### src/common/dp_hpd_pkg.sv
////////////////////
// DP HPD shared definitions
// Local bus widths and block map, HPD control bit positions,
// counter widths and the HPD generator state type
////////////////////

`default_nettype none

package dp_hpd_pkg;

    // Local bus
    parameter int LB_ADR_W = 4;                 // [3:2] block, [1:0] register
    parameter int LB_DAT_W = 32;

    // Block map on address bits 3 and 2
    parameter logic [1:0] LB_BLK_HPD  = 2'd0;   // HPD generator
    parameter logic [1:0] LB_BLK_BEAT = 2'd1;   // Beat prescaler
    // Blocks 2 and 3 unmapped

    // Returned on unmapped or unused addresses
    parameter logic [LB_DAT_W-1:0] LB_RD_DEFAULT = 32'hdeadcafe;

    // HPD control register bits
    parameter int CTL_RUN    = 0;               // Enable
    parameter int CTL_UNPLUG = 1;               // Drop HPD, self clearing
    parameter int CTL_PLUG   = 2;               // Raise HPD, self clearing
    parameter int CTL_PULSE  = 3;               // IRQ pulse, self clearing
    parameter int CTL_W      = 4;

    // Beat divisor register
    parameter int BEAT_DIV_W = 16;

    // HPD interval counter, in beats
    parameter int HPD_CNT_W = 18;

    // HPD generator states
    typedef enum logic [1:0]
    {
        HPD_RST,                                // Pin held low
        HPD_IDLE,                               // Waits for plug, unplug or pulse
        HPD_PULSE                               // IRQ low pulse running
    } hpd_state_e;

endpackage

`default_nettype wire

### src/rtl/lb_decoder.sv
////////////////////
// Local bus decoder
// Registers the host bus once, decodes the block field
// into selects and returns read data one cycle after the read
////////////////////

`timescale 1ns/1ps
`default_nettype none

module lb_decoder
(
    input wire                                  CLK_IN,
    input wire                                  RST_IN,

    // Host side
    input wire [dp_hpd_pkg::LB_ADR_W-1:0]       lb_adr,
    input wire                                  lb_wr,
    input wire                                  lb_rd,
    input wire [dp_hpd_pkg::LB_DAT_W-1:0]       lb_din,
    output logic [dp_hpd_pkg::LB_DAT_W-1:0]     lb_dout,
    output logic                                lb_vld,

    // Block side
    output logic [1:0]                          reg_adr,    // Register inside block
    output logic                                reg_wr,
    output logic [dp_hpd_pkg::LB_DAT_W-1:0]     reg_din,
    output logic                                hpd_sel,
    output logic                                beat_sel,
    input wire [dp_hpd_pkg::LB_DAT_W-1:0]       hpd_rdata,
    input wire [dp_hpd_pkg::LB_DAT_W-1:0]       beat_rdata
);

    import dp_hpd_pkg::*;

    logic [LB_ADR_W-1:0]    adr_r;
    logic [LB_DAT_W-1:0]    din_r;
    logic                   wr_r;
    logic                   rd_r;
    logic [1:0]             blk;                // Block field

    // Strobes
    always_ff @ (posedge CLK_IN, posedge RST_IN)
    begin
        if (RST_IN)
        begin
            wr_r <= 1'b0;
            rd_r <= 1'b0;
        end
        else
        begin
            wr_r <= lb_wr;
            rd_r <= lb_rd;
        end
    end

    // Address and write data
    always_ff @ (posedge CLK_IN)
    begin
        adr_r <= lb_adr;
        din_r <= lb_din;
    end

    assign blk      = adr_r[LB_ADR_W-1 -: 2];
    assign hpd_sel  = (blk == LB_BLK_HPD);
    assign beat_sel = (blk == LB_BLK_BEAT);

    // To the blocks
    assign reg_adr  = adr_r[1:0];
    assign reg_wr   = wr_r;
    assign reg_din  = din_r;

    // Read mux
    always_comb
    begin
        if (hpd_sel)
            lb_dout = hpd_rdata;
        else if (beat_sel)
            lb_dout = beat_rdata;
        else
            lb_dout = LB_RD_DEFAULT;            // Unmapped block
    end

    assign lb_vld = rd_r;                       // One cycle after lb_rd

endmodule

`default_nettype wire

### src/rtl/beat_gen.sv
////////////////////
// Beat prescaler
// Divides the clock down to a one-cycle beat pulse
// Divisor register sits at register 0 of its block
////////////////////

`timescale 1ns/1ps
`default_nettype none

module beat_gen
#(
    parameter int unsigned P_BEAT_DIV = 99      // Reset divisor, beat every D+1 clocks
)
(
    input wire                                  CLK_IN,
    input wire                                  RST_IN,

    // Register side from the decoder
    input wire                                  sel,        // Block selected
    input wire [1:0]                            reg_adr,
    input wire                                  reg_wr,
    input wire [dp_hpd_pkg::LB_DAT_W-1:0]       reg_din,
    output logic [dp_hpd_pkg::LB_DAT_W-1:0]     rdata,

    output logic                                beat        // One-cycle pulse
);

    import dp_hpd_pkg::*;

    logic [BEAT_DIV_W-1:0]  div;                // Divisor register
    logic [BEAT_DIV_W-1:0]  cnt;                // Down counter
    logic                   div_wr;

    assign div_wr = sel && reg_wr && (reg_adr == 2'd0);

    // Divisor register
    always_ff @ (posedge CLK_IN, posedge RST_IN)
    begin
        if (RST_IN)
            div <= BEAT_DIV_W'(P_BEAT_DIV);
        else if (div_wr)
            div <= reg_din[BEAT_DIV_W-1:0];
    end

    // Counter and beat
    always_ff @ (posedge CLK_IN, posedge RST_IN)
    begin
        if (RST_IN)
        begin
            cnt  <= '0;
            beat <= 1'b0;
        end
        else if (div_wr)
        begin
            cnt  <= reg_din[BEAT_DIV_W-1:0];    // Restart with new divisor
            beat <= 1'b0;
        end
        else if (cnt == '0)
        begin
            cnt  <= div;                        // Reload
            beat <= (div != '0);                // Zero divisor stops the beat
        end
        else
        begin
            cnt  <= cnt - 1'b1;
            beat <= 1'b0;
        end
    end

    // Readback
    always_comb
    begin
        if (reg_adr == 2'd0)
            rdata = {{(LB_DAT_W-BEAT_DIV_W){1'b0}}, div};   // Zero extended
        else
            rdata = LB_RD_DEFAULT;
    end

endmodule

`default_nettype wire

### src/hpd/hpd_gen.sv
////////////////////
// HPD generator
// Control register, state machine and beat timed interval
// counter driving the sink HPD pin. Handles plug, unplug
// and IRQ low pulse with a minimum spacing after each rise
////////////////////

`timescale 1ns/1ps
`default_nettype none

module hpd_gen
#(
    parameter int unsigned P_HMS_BEATS = 2000,  // Minimum spacing after a rising edge
    parameter int unsigned P_IPW_BEATS = 500    // IRQ pulse width
)
(
    input wire                                  CLK_IN,
    input wire                                  RST_IN,

    // Register side from the decoder
    input wire                                  sel,
    input wire [1:0]                            reg_adr,
    input wire                                  reg_wr,
    input wire [dp_hpd_pkg::LB_DAT_W-1:0]       reg_din,
    input wire                                  beat,       // From the prescaler
    output logic [dp_hpd_pkg::LB_DAT_W-1:0]     rdata,

    output logic                                hpd
);

    import dp_hpd_pkg::*;

    // Control
    logic [CTL_W-1:0]       ctl_r;
    logic                   ctl_sel;
    logic                   run;
    logic                   unplug;
    logic                   plug;
    logic                   pulse;
    logic                   unplug_clr;
    logic                   plug_clr;
    logic                   pulse_clr;

    // State machine
    hpd_state_e             state_cur;
    hpd_state_e             state_nxt;

    // Beat edge
    logic                   beat_d;
    logic                   beat_re;

    // Interval counter and pin
    logic [HPD_CNT_W-1:0]   cnt;
    logic [HPD_CNT_W-1:0]   cnt_in;
    logic                   cnt_ld;
    logic                   cnt_end;
    logic                   pin;
    logic                   pin_set;
    logic                   pin_clr;

    assign ctl_sel = sel && (reg_adr == 2'd0);

    // Control register, bus write wins over the event clears
    always_ff @ (posedge CLK_IN, posedge RST_IN)
    begin
        if (RST_IN)
            ctl_r <= '0;
        else if (ctl_sel && reg_wr)
            ctl_r <= reg_din[CTL_W-1:0];
        else if (unplug_clr)
            ctl_r[CTL_UNPLUG] <= 1'b0;
        else if (plug_clr)
            ctl_r[CTL_PLUG] <= 1'b0;
        else if (pulse_clr)
            ctl_r[CTL_PULSE] <= 1'b0;
    end

    assign run    = ctl_r[CTL_RUN];
    assign unplug = ctl_r[CTL_UNPLUG];
    assign plug   = ctl_r[CTL_PLUG];
    assign pulse  = ctl_r[CTL_PULSE];

    // Readback
    always_comb
    begin
        if (reg_adr == 2'd0)
            rdata = {{(LB_DAT_W-CTL_W){1'b0}}, ctl_r};
        else
            rdata = LB_RD_DEFAULT;
    end

    // Beat rising edge
    always_ff @ (posedge CLK_IN, posedge RST_IN)
    begin
        if (RST_IN)
            beat_d <= 1'b0;
        else
            beat_d <= beat;
    end

    assign beat_re = beat && !beat_d;

    // State register, held in reset while run is clear
    always_ff @ (posedge CLK_IN, posedge RST_IN)
    begin
        if (RST_IN)
            state_cur <= HPD_RST;
        else if (run)
            state_cur <= state_nxt;
        else
            state_cur <= HPD_RST;
    end

    // Next state and actions
    always_comb
    begin
        cnt_ld     = 1'b0;
        cnt_in     = '0;
        pin_set    = 1'b0;
        pin_clr    = 1'b0;
        unplug_clr = 1'b0;
        plug_clr   = 1'b0;
        pulse_clr  = 1'b0;
        state_nxt  = HPD_RST;

        case (state_cur)
            HPD_RST :
            begin
                pin_clr   = 1'b1;
                state_nxt = HPD_IDLE;
            end

            HPD_IDLE :
            begin
                state_nxt = HPD_IDLE;

                // Unplug once spacing has passed
                if (unplug && cnt_end)
                begin
                    unplug_clr = 1'b1;
                    pin_clr    = 1'b1;
                end
                else if (plug)
                begin
                    plug_clr = 1'b1;
                    pin_set  = 1'b1;
                    cnt_ld   = 1'b1;
                    cnt_in   = HPD_CNT_W'(P_HMS_BEATS);   // Start spacing
                end
                // IRQ pulse, also waits for spacing
                else if (pulse && cnt_end)
                begin
                    pulse_clr = 1'b1;
                    pin_clr   = 1'b1;
                    cnt_ld    = 1'b1;
                    cnt_in    = HPD_CNT_W'(P_IPW_BEATS);   // Pulse width
                    state_nxt = HPD_PULSE;
                end
            end

            HPD_PULSE :
            begin
                if (cnt_end)
                begin
                    pin_set   = 1'b1;                      // Rising edge again
                    cnt_ld    = 1'b1;
                    cnt_in    = HPD_CNT_W'(P_HMS_BEATS);
                    state_nxt = HPD_IDLE;
                end
                else
                    state_nxt = HPD_PULSE;
            end

            default : state_nxt = HPD_RST;
        endcase
    end

    // Interval counter, one step per beat
    always_ff @ (posedge CLK_IN, posedge RST_IN)
    begin
        if (RST_IN)
            cnt <= '0;
        else if (!run)
            cnt <= '0;                          // Idle
        else if (cnt_ld)
            cnt <= cnt_in;
        else if (!cnt_end && beat_re)
            cnt <= cnt - 1'b1;
    end

    assign cnt_end = (cnt == '0);

    // HPD pin, clear has priority
    always_ff @ (posedge CLK_IN, posedge RST_IN)
    begin
        if (RST_IN)
            pin <= 1'b0;
        else if (!run)
            pin <= 1'b0;
        else if (pin_clr)
            pin <= 1'b0;
        else if (pin_set)
            pin <= 1'b1;
    end

    assign hpd = pin;

endmodule

`default_nettype wire

### src/rtl/dp_hpd_top.sv
////////////////////
// DP sink HPD top level
// Local bus decoder, beat prescaler and HPD generator
////////////////////

`timescale 1ns/1ps
`default_nettype none

module dp_hpd_top
#(
    parameter int unsigned P_BEAT_DIV  = 99,    // Clocks per beat minus one
    parameter int unsigned P_HMS_BEATS = 2000,  // Minimum spacing in beats
    parameter int unsigned P_IPW_BEATS = 500    // IRQ pulse width in beats
)
(
    input wire                                  CLK_IN,
    input wire                                  RST_IN,

    // Local bus from the host
    input wire [dp_hpd_pkg::LB_ADR_W-1:0]       lb_adr,
    input wire                                  lb_wr,
    input wire                                  lb_rd,
    input wire [dp_hpd_pkg::LB_DAT_W-1:0]       lb_din,
    output logic [dp_hpd_pkg::LB_DAT_W-1:0]     lb_dout,
    output logic                                lb_vld,

    output logic                                hpd         // Sink HPD pin
);

    import dp_hpd_pkg::*;

    logic [1:0]             reg_adr;
    logic                   reg_wr;
    logic [LB_DAT_W-1:0]    reg_din;
    logic                   hpd_sel;
    logic                   beat_sel;
    logic [LB_DAT_W-1:0]    hpd_rdata;
    logic [LB_DAT_W-1:0]    beat_rdata;
    logic                   beat;

    // Bus decode and read mux
    lb_decoder u_lb_decoder
    (
        .CLK_IN     (CLK_IN),
        .RST_IN     (RST_IN),
        .lb_adr     (lb_adr),
        .lb_wr      (lb_wr),
        .lb_rd      (lb_rd),
        .lb_din     (lb_din),
        .lb_dout    (lb_dout),
        .lb_vld     (lb_vld),
        .reg_adr    (reg_adr),
        .reg_wr     (reg_wr),
        .reg_din    (reg_din),
        .hpd_sel    (hpd_sel),
        .beat_sel   (beat_sel),
        .hpd_rdata  (hpd_rdata),
        .beat_rdata (beat_rdata)
    );

    // Beat, stands in for the 1 MHz beat
    beat_gen #(.P_BEAT_DIV(P_BEAT_DIV)) u_beat_gen
    (
        .CLK_IN     (CLK_IN),
        .RST_IN     (RST_IN),
        .sel        (beat_sel),
        .reg_adr    (reg_adr),
        .reg_wr     (reg_wr),
        .reg_din    (reg_din),
        .rdata      (beat_rdata),
        .beat       (beat)
    );

    // HPD generator
    hpd_gen #(.P_HMS_BEATS(P_HMS_BEATS), .P_IPW_BEATS(P_IPW_BEATS)) u_hpd_gen
    (
        .CLK_IN     (CLK_IN),
        .RST_IN     (RST_IN),
        .sel        (hpd_sel),
        .reg_adr    (reg_adr),
        .reg_wr     (reg_wr),
        .reg_din    (reg_din),
        .beat       (beat),
        .rdata      (hpd_rdata),
        .hpd        (hpd)
    );

endmodule

`default_nettype wire

### config.mk
export PLATFORM = sky130hd
export DESIGN_NAME = dp_hpd_top
export DESIGN_NICKNAME = d
export VERILOG_FILES = /design/src/common/dp_hpd_pkg.sv /design/src/rtl/lb_decoder.sv /design/src/rtl/beat_gen.sv /design/src/hpd/hpd_gen.sv /design/src/rtl/dp_hpd_top.sv
export SDC_FILE = /design/constraint.sdc
export NUM_CORES = 1
export LEC_CHECK = 0
export BUFFER_PORTS_ARGS = -buffer_cell sky130_fd_sc_hd__buf_2
export CORE_MARGIN = 3
export CORE_UTILIZATION = 46
export CTS_BUF_LIST = sky130_fd_sc_hd__clkbuf_4
export CTS_CLUSTER_DIAMETER = 60
export DETAILED_ROUTE_END_ITERATION = 10
export HOLD_SLACK_MARGIN = 0.15
export PLACE_DENSITY = 0.74
export SLEW_MARGIN = 5
export SYNTH_ARGS = -nofsm -noshare
export SYNTH_HDL_FRONTEND = slang
export SYNTH_SLANG_ARGS = --single-unit
### constraint.sdc
create_clock -name CLK_IN -period 3.19 [get_ports CLK_IN]
set_clock_uncertainty 0.05 [all_clocks]
set_input_delay 0.638 -clock CLK_IN [delete_from_list [all_inputs] [get_ports CLK_IN]]
set_output_delay 0.638 -clock CLK_IN [all_outputs]
set_load 0.01 [all_outputs]
# Word level (Yosys, flattened, before mapping)
# Index checks and enable logic that the tools add are counted.
[op_classes] addsub=2 n_eq_ne=7 mux=47 n_reduce_logical=21
[op_table] operator="$mux W32" n=4
[op_table] operator="$mux W18" n=5
[op_table] operator="$pmux W18 S2" n=1
[op_table] operator="$mux W16" n=2
[op_table] operator="$mux W1" n=22
[op_table] operator="$logic_not A18 Y1" n=1
[op_table] operator="$sub A18 B1 Y18 const B" n=1
[op_table] operator="$logic_not A16 Y1" n=1
[op_table] operator="$reduce_bool A16 Y1" n=1
[op_table] operator="$sub A16 B1 Y16 const B" n=1
[op_table] operator="$mux W2" n=6
[op_table] operator="$mux W11" n=1
[op_table] operator="$mux W9" n=1
[op_table] operator="$logic_and A1 B1 Y1" n=8
[op_table] operator="$logic_not A2 Y1" n=3
[op_table] operator="$ne A3 B3 Y1 const B" n=2
[op_table] operator="$pmux W1 S2" n=3
[op_table] operator="$pmux W2 S3" n=1
[op_table] operator="$reduce_bool A2 Y1" n=3
[op_table] operator="$eq A2 B1 Y1 const B" n=2
[op_table] operator="$ne A2 B2 Y1 const B" n=2
[op_table] operator="$mux W3" n=1
[op_table] operator="$reduce_and A3 Y1" n=1
[op_table] operator="$eq A2 B2 Y1 const B" n=1
[op_table] operator="other kinds (2)" n=3
[totals] ff_bits=81 output_inout_bits=34 wordCells=92

# Longest topological paths before layout
# Gate-level depths: netlist of the first run.
[logic_depth] depth_word=10 depth_mapped=9

# Cells and area by module
# Synthesis of the first run repeated with hierarchy kept, for this count alone.
[hier_totals] cells_unflattened=557 hier_area_um2=5122.4
[modules_own_cells] mod="beat_gen" n_inst=1 cells_each=239 area_each_um2=2030.7
[modules_own_cells] mod="hpd_gen" n_inst=1 cells_each=201 area_each_um2=1736.7
[modules_own_cells] mod="lb_decoder" n_inst=1 cells_each=117 area_each_um2=1355.0

# Worst setup path after synthesis of the first run
# No wires, ideal clock.
[synth_timing] path_kind="reg-to-reg" start="reg u_hpd_gen.cnt[0]" end="reg u_hpd_gen.cnt[15]" setup_time_ns=0.121 t_arrival_ns=1.890 required_ns=3.019 slack_ns=1.130 path_stages_with_launch=10 path_cell_list="dfrtp_1 > inv_1 > ha_1 > nor4b_1 > and3_1 > clkbuf_1 > buf_2 > a2111oi_0 > xnor2_1 > nor2_1"
[synth_between] elab_chain_cells=8
[synth_lines] item="start: declaration" line_no="hpd_gen.sv:53" text="logic [HPD_CNT_W-1:0] cnt;"
[synth_lines] item="start signal: assignment" line_no="hpd_gen.sv:186" text="cnt <= cnt_in;"
[synth_lines] item="start signal: assignment" line_no="hpd_gen.sv:188" text="cnt <= cnt - 1'b1;"
[synth_lines] item="parallel branches: the longest is 8 deep, another holds $sub A18 B1 Y18"
# Several ways; the timed one is not identified. The select of a mux whose other input is x is not followed.
# A chain may end at the register's enable or synchronous reset.

# Final worst setup path of the first run
[layout_timing] start="reg u_lb_decoder.adr_r[1]" end="out lb_dout[13] (netlist name)"
[layout_between] elab_chain_cells=4
[layout_lines] item="start: declaration" line_no="lb_decoder.sv:35" text="logic [LB_ADR_W-1:0] adr_r;"
[layout_lines] item="start signal: assignment" line_no="lb_decoder.sv:59" text="adr_r <= lb_adr;"
[layout_lines] item="$logic_not A2 Y1" line_no="beat_gen.sv:73" text="if (reg_adr == 2'd0)"
[layout_lines] item="$mux W32" line_no="beat_gen.sv:73"
[layout_lines] item="$mux W32" line_no="lb_decoder.sv:77" text="else if (beat_sel)"
[layout_lines] item="$mux W32" line_no="lb_decoder.sv:75" text="if (hpd_sel)"
[layout_lines] item="end: declaration" line_no="dp_hpd_top.sv:24" text="output logic [dp_hpd_pkg::LB_DAT_W-1:0] lb_dout,"
# Every way passes these cells.

==> metrics.md, run 1 <==
| Metric | Value |
|---|---|
| Hold Violations, Final | 0 |
| Outcome | completed |
| CP Class | flip-flop to primary output |
| Final worst path period share | 0.759 |
| Row cnt | 33 |
| Slew Viols, Final | 0 |
| Min-Delay Path Class | input port to asynchronous set/reset pin |
| Final worst setup slack | 0.770 ns |
| Multi-input combinational cell area | 1890 µm² |
| Max Fanout on Critical Path | 13 |
| GPL Wtd Cong | 0.925 |
| Worst setup EP type | primary output |
| Critical Path Start Type | flip-flop |
| WHS | 0.211 ns |
| Post-Layout Inst Area | 4450 µm² |
| Via density per instance | 5.45 |
| FF+latch area | 1930 µm² |
| Fin Setup TNS | 0 ns |
| Antenna violations before repair | 0 |
| Die area | 9920 µm² |
| EDFF count, synth | 0 |
| Vias | 3163 |
| FF+latch count, synth | 81 |
| FMAX | 413 MHz |
| Top_reg_cell synth | dfrtp_1 |
| PortBufs | 52 |
| DRC viols | 0 |
| Post-CTS setup buffer count | 0 |
| Max IR drop VDD | 0.312 mV |
| Initial Util | 0.483 |
| Detail Route Antenna Nets | 0 |
| CP peak stage delay | 0.40 ns |
| WP buf/inv | 2 |
| Max-Cap Viols | 0 |
| Hold_buf cts | 0 |
| Worst path cell trace | nor3_2 > buf_4 > and3_1 > buf_2 |
| Ports | 74 |
| CTS buffer count | 9 |
| Clk slew on worst S/H paths | 0.14 ns |
| Synth warn | 0 |
| Crit path DAT | 1.73 ns |
| Total Routing Usage GR | 0.175 |
| Vias in the first global route | 3012 |
| Layout cell share with drive strength beyond 1 | 0.192 |
| DPL Wire Length | 5850 µm |
| CP max-delay cell | nor3_2 |
| Worst Tran Pin Value | 0.934 ns |
| Mapped Area | 4030 µm² |
| DR pass1 iterations | 4 |
| Syn Inst Count | 428 |
| Die height | 99.6 µm |
| Synth top area share | 0.354 |
| Area growth, synth to finish | 10.6% |
| Synth area leader | dfrtp_1 |
| Worst slack, placed | 0.828 ns |
| CTS H-tree depth | 3 |
| Register area share after synthesis | 0.480 |
| Rel. slew slack | 0.377 |
| Largest net degree at the start of global routing | 62 |
| Area of the core | 8340 µm² |
| CTS tree | done |
| Total Wirelength | 8330 µm |
| Clk sinks | 81 |
| Top cells by count, synth | 86 x nand2_1, 57 x dfrtp_1, 24 x nor2_1 |
| Top post-synthesis cells by area | dfrtp_1 35%, dfxtp_1 9.9%, nand2_1 8.0% |
| Pwr Density | 601 nW/µm² |
| Synthesized area per cell | 9.41 µm² |
| Delay-heaviest family, CP | simple AND/OR/NAND/NOR gates |
| RSZ-0062 raised after global routing | false |
| Leak pwr | 2.00 nW |
| Finished Core Util | 0.534 |
| Worst skew pair latency | 0.42 ns |
| Synth unique cells | 63 |
| Fill cells | 748 |
| Ant. Diodes | 0 |
| Final net count | 518 |
| Cell Area, Placed | 4310 µm² |
| Req. time, crit path | 2.50 ns |
| Post-CTS sizing | 0 |
| Minimum clock period after layout | 2.42 ns |
| Total gr overflow | 0 |
| Global-route wire length before repair | 14100 µm |
| Die X-Extent | 99.6 µm |
| Clk buf depth | 2 |
| Root Driver | clkbuf_4 |
| DRT iter0 DRCs | 86 |
| Count leader, synth | nand2_1 |
| Final setup viols | 0 |
| Post-synth ARST share | 0.753 |
| Post-detailed-route wirelength per cell | 14.4 µm |
==> cell usage in the layout (no fill, tap or decap), types with 7 or more instances in the layout <==
| cell type | n |
|---|---|
| dfrtp_1 | 57 |
| nor4_1 | 10 |
| nand2b_1 | 7 |
| nand2_1 | 86 |
| buf_2 | 52 |
| nor3_1 | 11 |
| nand3_1 | 7 |
| xnor2_1 | 19 |
| o21ai_1 | 17 |
| mux2i_1 | 10 |
| ha_1 | 8 |
| dfxtp_1 | 20 |
| inv_1 | 9 |
| clkbuf_4 | 10 |
| a211oi_1 | 7 |
| nor2_1 | 24 |
| a21oi_1 | 13 |
==> worst paths after layout <==
path / startpoint / end / slack (ns) / cells after the start
max: u_lb_decoder.adr_r[1] / lb_dout[13] / 0.77 / 4
min: RST_IN / u_hpd_gen.cnt[10] / 0.21 / 3
max reg2reg: u_hpd_gen.cnt[0] / u_hpd_gen.cnt[10] / 0.78 / 7
min reg2reg: u_lb_decoder.reg_din[6] / u_beat_gen.div[6] / 0.35 / 2
max in group asynchronous: RST_IN / u_beat_gen.div[6] / 2.56 / 3
min in group CLK_IN: lb_din[2] / u_lb_decoder.reg_din[2] / 0.25 / 1
==> cell families (layout without fill, tap and decap cells) <==
family / count (synthesis) / count (layout) / synth area share
XOR/XNOR: 24 / 24 / 0.0522
multiplexers: 10 / 10 / 0.0248
buffers and inverters: 41 / 84 / 0.0540
AND/OR/NAND/NOR: 191 / 191 / 0.245
flip-flops: 81 / 81 / 0.480
other: 1 / 5 / 0.000931
AO/OA/AOI/OAI: 72 / 72 / 0.118
adder cells (fa/ha/maj): 8 / 8 / 0.0248
==> worst min-delay path, delay by kind of cell <==
kind | cells | cell delay [ns]
buffers and inverters | 3 | 0.44
==> registers in the layout, summed over array words and instances (netlist names) <==
register,count
u_hpd_gen.cnt,18
u_beat_gen.cnt,16
u_beat_gen.div,16
u_lb_decoder.reg_din,16
u_hpd_gen.ctl_r,4
u_lb_decoder.adr_r,4
u_hpd_gen.state_cur,2
u_beat_gen.beat,1
u_hpd_gen.beat_d,1
u_hpd_gen.hpd,1
u_lb_decoder.lb_vld,1
u_lb_decoder.reg_wr,1
==> routing by layer <==
metal | wire, µm | global-route usage
met1 | 3780 | 0.224
met4 | 131 | 0.0599
met5 | 0 | 0
met2 | 4130 | 0.302
met3 | 283 | 0.0252
==> where the power goes <==
part	switching [W]	leakage [nW]	internal, W	total, W
Sequential	0.000218	0.955	0.00120	0.00142
Combinational	0.000361	0.965	0.000283	0.000644
Clock	0.000366	0.0777	0.000253	0.000619
==> stage by stage <==
stage | instances | total power (W)
2_1_floorplan | 432 | 0.00189
3_3_place_gp | 564 | 0.00204
3_5_place_dp | 564 | 0.00207
4_1_cts | 580 | 0.00270
5_1_grt | 580 | 0.00286
6_report | 580 | 0.00268
==> area by class of cell <==
| type | count | share of cell area |
|---|---|---|
| timing repair buffer | 58 | 0.0713 |
| clock inverter | 6 | 0.0149 |
| inverter | 10 | 0.00843 |
| sequential | 81 | 0.434 |
| clock buffer | 10 | 0.0169 |
| tap | 105 | 0.0295 |
| multi-input combinational | 310 | 0.425 |
Power figures use the tool's default switching activity.
==> run 2: changes to the inputs <==
--- a/config.mk
+++ b/config.mk
@@ -12,7 +12,7 @@
 export CTS_CLUSTER_DIAMETER = 60
 export DETAILED_ROUTE_END_ITERATION = 10
 export HOLD_SLACK_MARGIN = 0.15
-export PLACE_DENSITY = 0.74
+export PLACE_DENSITY = 0.77
 export SLEW_MARGIN = 5
 export SYNTH_ARGS = -nofsm -noshare
 export SYNTH_HDL_FRONTEND = slang
==> constraint.sdc (replaced) <==
create_clock -name CLK_IN -period 2.1 [get_ports CLK_IN]
set_clock_uncertainty 0.05 [all_clocks]
set_input_delay 0.42 -clock CLK_IN [delete_from_list [all_inputs] [get_ports CLK_IN]]
set_output_delay 0.42 -clock CLK_IN [all_outputs]
set_load 0.01 [all_outputs]
==> metrics.md, run 2 (synthesized netlist as in run 1, its figures left out) <==
| Metric | Value |
|---|---|
| Outcome | completed |
| Rel. slew slack | 0.556 |
| FMAX | 486 MHz |
| DRC viols | 0 |
| Commonest non-fill, non-tap cell in the layout | nand2_1 |
| DPL Wire Length | 6480 µm |
| Root Driver | clkbuf_4 |
| RSZ-0062 raised after global routing | true |
| DR pass1 iterations | 4 |
| Max reg flops | 18 |
| Most frequent cells in the layout | 84 x nand2_1, 57 x dfrtp_1, 52 x buf_2 |
| Met3 WL | 268 µm |
| CP Class | flip-flop to flip-flop |
| Clk slew on worst S/H paths | 0.15 ns |
| Detail Route Antenna Nets | 0 |
| Final worst path period share | 0.980 |
| CTS H-tree depth | 3 |
| Leak pwr | 2.31 nW |
| Area of the core | 8340 µm² |
| Worst skew pair latency | 0.44 ns |
| CTS tree | done |
| WHS | 0.366 ns |
| Final net count | 581 |
| Routed wire length on met2 | 4770 µm |
| Total Routing Usage GR | 0.198 |
| Worst Tran Pin Value | 0.664 ns |
| Ports | 74 |
| Clk sinks | 81 |
| PortBufs | 52 |
| Initial Util | 0.483 |
| Wl on met1 | 4170 µm |
| Crit path DAT | 2.36 ns |
| Req. time, crit path | 2.40 ns |
| Vias | 3430 |
| Pwr Density | 846 nW/µm² |
| Post-detailed-route wirelength per cell | 14.5 µm |
| Total gr overflow | 0 |
| Worst setup EP type | flip-flop |
| Global-route wire length before repair | 15800 µm |
| Die height | 99.6 µm |
| Ant. Diodes | 0 |
| Critical Path Start Type | flip-flop |
| GPL Wtd Cong | 0.894 |
| Vias in the first global route | 3444 |
| Fin Setup TNS | 0 ns |
| Slew Viols, Final | 0 |
| Layout cell share with drive strength beyond 1 | 0.273 |
| Most flops, register | u_hpd_gen.cnt |
| Max Fanout on Critical Path | 4 |
| Die X-Extent | 99.6 µm |
| Via density per instance | 5.33 |
| Row cnt | 33 |
| DRT iter0 DRCs | 109 |
| Total Wirelength | 9320 µm |
| Die area | 9920 µm² |
| CTS buffer count | 9 |
| Antenna violations before repair | 0 |
| Min-Delay Path Class | flip-flop to flip-flop |
| Clk buf depth | 2 |
| Largest net degree at the start of global routing | 62 |
| Max IR drop VDD | 0.581 mV |
| Max layer used | met4 |
| Final setup viols | 0 |
| Area growth, synth to finish | 25.4% |
| Max-Cap Viols | 0 |
| Final worst setup slack | 0.0417 ns |
| Worst slack, placed | -0.160 ns |
| Hold Violations, Final | 0 |
| Minimum clock period after layout | 2.06 ns |
run 2: cell type report:
class	instances	area, µm²
inverters	10	37.5
fillers	713	3290
clock inverters	7	61.3
flip-flops and latches	81	1930
well taps	105	131
repair buffers	121	860
multi-input cells	310	1960
clock buffers	9	67.6
run 2: critical path, stage by stage, from the launching register on:
cell	delay (ns)
dfrtp_1	0.43
or4_4	0.58
nor3_4	0.26
a311o_2	0.30
o21ai_1	0.12
o221a_1	0.23
run 2: power by group:
part	internal [W]	leakage [nW]	switching (W)
clock network	0.000268	0.0707	0.000607
logic	0.000631	1.28	0.000695
registers	0.00182	0.955	0.000257
total	0.00272	2.31	0.00156
run 2: per-stage QoR:
| stage | util | instance area, µm² | std cells | total power [W] |
|---|---|---|---|---|
| after floorplan | - | 4040 | 432 | 0.00287 |
| after global placement | 0.550 | 4580 | 600 | 0.00329 |
| after detailed placement | 0.550 | 4580 | 600 | 0.00334 |
| after CTS | 0.596 | 4970 | 641 | 0.00426 |
| after global routing | 0.606 | 5050 | 643 | 0.00457 |
| final | 0.606 | 5050 | 643 | 0.00428 |
run 2: routing by layer:
metal,vias to the layer above,GRT usage
met5,-,0
li1,1693,-
met1,1673,0.253
met4,0,0.0620
met3,10,0.0393
met2,54,0.338
run 2: final timing paths:
kind / start / to / slack, ns / cells after the start
max in group asynchronous: RST_IN / u_beat_gen.div[5] / 1.16 / 4
max reg2reg: u_hpd_gen.cnt[5] / u_hpd_gen.hpd / 0.04 / 5
min: u_lb_decoder.reg_din[5] / u_beat_gen.div[5] / 0.37 / 2
max: u_hpd_gen.cnt[5] / u_hpd_gen.hpd / 0.04 / 5
min reg2reg: u_lb_decoder.reg_din[5] / u_beat_gen.div[5] / 0.37 / 2
min in group asynchronous: RST_IN / u_lb_decoder.lb_vld / 0.50 / 4
run 2: what timing repair did:
item | 4_1_cts | 5_1_grt
resized for setup | 5 | 21
pin swaps | 1 | 1
buffers inserted | 2 | 2
hold buffers | 23 | 0
setup endpoints to repair | 35 | 38
cloned | 0 | 0
hold endpoints to repair | 79 | 0
==> run 3: changes to the inputs <==
--- a/config.mk
+++ b/config.mk
@@ -6,13 +6,15 @@
 export NUM_CORES = 1
 export LEC_CHECK = 0
 export BUFFER_PORTS_ARGS = -buffer_cell sky130_fd_sc_hd__buf_2
+export CELL_PAD_IN_SITES_DETAIL_PLACEMENT = 1
+export CELL_PAD_IN_SITES_GLOBAL_PLACEMENT = 1
 export CORE_MARGIN = 3
-export CORE_UTILIZATION = 46
-export CTS_BUF_LIST = sky130_fd_sc_hd__clkbuf_4
+export CORE_UTILIZATION = 38
 export CTS_CLUSTER_DIAMETER = 60
 export DETAILED_ROUTE_END_ITERATION = 10
 export HOLD_SLACK_MARGIN = 0.15
-export PLACE_DENSITY = 0.77
+export MAX_ROUTING_LAYER = met4
+export PLACE_DENSITY = 0.82
 export SLEW_MARGIN = 5
 export SYNTH_ARGS = -nofsm -noshare
 export SYNTH_HDL_FRONTEND = slang
==> metrics.md, run 3 (synthesized netlist as in run 1, its figures left out) <==
| Metric | Value |
|---|---|
| Global-route wire length before repair | 18700 µm |
| Min-Delay Path Class | flip-flop to flip-flop |
| DRT iter0 DRCs | 165 |
| Vias | 3618 |
| Post-Place Cells | 624 |
| Failing checks | setup timing |
| WHS | 0.364 ns |
| Die height | 109 µm |
| Leak pwr | 2.37 nW |
| Vias in the first global route | 3805 |
| Max Fanout on Critical Path | 6 |
| Minimum clock period after layout | 2.18 ns |
| Ports | 74 |
| CTS buffer count | 9 |
| Via density per instance | 5.37 |
| Slew Viols, Final | 0 |
| DR pass1 iterations | 4 |
| Clk buf depth | 2 |
| Layout cell share with drive strength beyond 1 | 0.288 |
| Wl on met1 | 5190 µm |
| Outcome | complete, but fails checks |
| DPL Wire Length | 7550 µm |
| Most flops, register | u_hpd_gen.cnt |
| Routed wire length on met2 | 6580 µm |
| Req. time, crit path | 2.31 ns |
| Area growth, synth to finish | 31.1% |
| Final worst path period share | 1.04 |
| Max IR drop VDD | 0.468 mV |
| CP max-delay cell | or4_4 |
| CTS tree | done |
| Row cnt | 36 |
| Hold Violations, Final | 0 |
| DRC viols | 0 |
| Root Driver | clkbuf_8 |
| Delay-heaviest family, CP | simple AND/OR/NAND/NOR gates |
| Total gr overflow | 0 |
| Die area | 11900 µm² |
| Worst skew pair latency | 0.38 ns |
| Final worst setup slack | -0.0792 ns |
| Pwr Density | 912 nW/µm² |
| Area of the core | 10000 µm² |
| Detail Route Antenna Nets | 0 |
| Reg-to-reg endpoint | u_hpd_gen.cnt[8] |
| RSZ-0062 raised after global routing | true |
| Critical Path Start Type | flip-flop |
| PortBufs | 52 |
| Max reg flops | 18 |
| Worst slack, placed | -0.342 ns |
| Initial Util | 0.401 |
| Crit path DAT | 2.39 ns |
| Worst setup EP type | flip-flop |
| Worst Tran Pin Value | 0.640 ns |
| Reg2reg setup slack | -0.08 ns |
| Commonest non-fill, non-tap cell in the layout | nand2_1 |
| Post-detailed-route wirelength per cell | 18.4 µm |
| CTS H-tree depth | 3 |
| Worst path cell trace | or4_4 > nor3_4 > buf_4 > buf_8 > a211oi_1 > xnor2_1 > a21boi_1 |
| Fill cells | 1160 |
| Final net count | 584 |
| Antenna violations before repair | 0 |
| Met3 WL | 330 µm |
| Ant. Diodes | 0 |
| Total Wirelength | 12400 µm |
| CP Class | flip-flop to flip-flop |
| Max-Cap Viols | 0 |
| CP peak stage delay | 0.58 ns |
| Rel. slew slack | 0.572 |
| Die X-Extent | 109 µm |
| Total Routing Usage GR | 0.206 |
| Clk sinks | 81 |
| Worst Hold Path EP | u_beat_gen.div[5] |
| WP buf/inv | 2 |
| Max layer used | met4 |
| Worst r2r path cells | 7 |
| GPL Wtd Cong | 0.876 |
| Clk slew on worst S/H paths | 0.10 ns |
| Largest net degree at the start of global routing | 41 |
| Most frequent cells in the layout | 85 x nand2_1, 56 x dfrtp_1, 52 x buf_2 |
| Start point of the worst hold path | u_lb_decoder.reg_din[5] |
| Final setup viols | 10 |
| Hold Path Depth | 2 |
| FMAX | 459 MHz |
| Reg2reg start | u_hpd_gen.cnt[4] |
| Fin cells | 674 |
-- run 3: changes by cell type in the layout (fill, tap and decap cells not counted), sizes merged --
| cell | delta |
|---|---|
| clkbuf | +5 |
| inv | -4 |
| clkinv | -1 |
| nand3 | +1 |
| bufinv | +1 |
| clkinvlp | +1 |
-- run 3: worst max path at each step --
stage / from / to / slack, ns / cells past startpoint
2_1_floorplan: u_hpd_gen.cnt[0] / u_hpd_gen.cnt[15] / 0.04 / 9
3_3_place_gp: u_hpd_gen.cnt[13] / u_hpd_gen.cnt[10] / -0.03 / 5
3_5_place_dp: u_hpd_gen.cnt[13] / u_hpd_gen.cnt[10] / -0.34 / 5
4_1_cts: u_hpd_gen.cnt[5] / u_hpd_gen.cnt[10] / -0.02 / 5
5_1_grt: u_hpd_gen.cnt[4] / u_hpd_gen.hpd / -0.14 / 7
6_report: u_hpd_gen.cnt[4] / u_hpd_gen.cnt[8] / -0.08 / 7
-- run 3: cell type report --
cell class	count	area, µm²	share of cell area
clock inverter	3	47.5	0.00900
clock buffer	13	169	0.0320
tap	133	166	0.0315
sequential	81	1930	0.366
timing repair inverter	1	5.00	0.000947
timing repair buffer	122	880	0.166
multi-input combinational	311	2040	0.386
inverter	10	41.3	0.00781
-- run 3: where the power goes --
group	internal, W	switching (W)	leakage (nW)
clock network	0.000655	0.000622	0.110
logic	0.000637	0.000753	1.30
registers	0.00182	0.000327	0.954
-- run 3: metal layers --
layer  track usage  vias to the layer above
li1              -                     1690
met1         0.242                     1835
met2         0.345                       63
met3        0.0373                       30
met4        0.0893                        0
met5             -                        -
-- run 3: worst min-delay path, cell delays in order (launching register included) --
cell and delay [ns]:
dfxtp_1 0.30, nand2_1 0.07, nand2_1 0.05
-- run 3: metrics by stage --
stage / instance area (µm²) / util / setup TNS, ns / total power (W)
after floorplan: 4040 / - / 0 / 0.00287
after global placement: 4580 / 0.456 / -0.0434 / 0.00323
after detailed placement: 4580 / 0.456 / -3.05 / 0.00333
after CTS: 5060 / 0.504 / -0.0416 / 0.00467
after global routing: 5280 / 0.526 / -2.23 / 0.00509
final: 5280 / 0.526 / -0.499 / 0.00482
-- run 3: timing repair --
action | in CTS | in global routing
hold buffers | 23 | 0
setup buffers | 0 | 8
setup endpoints to repair | 26 | 31
gates resized for setup | 11 | 26
hold endpoints to repair | 42 | 0
cloned | 0 | 3
pin swaps | 0 | 10
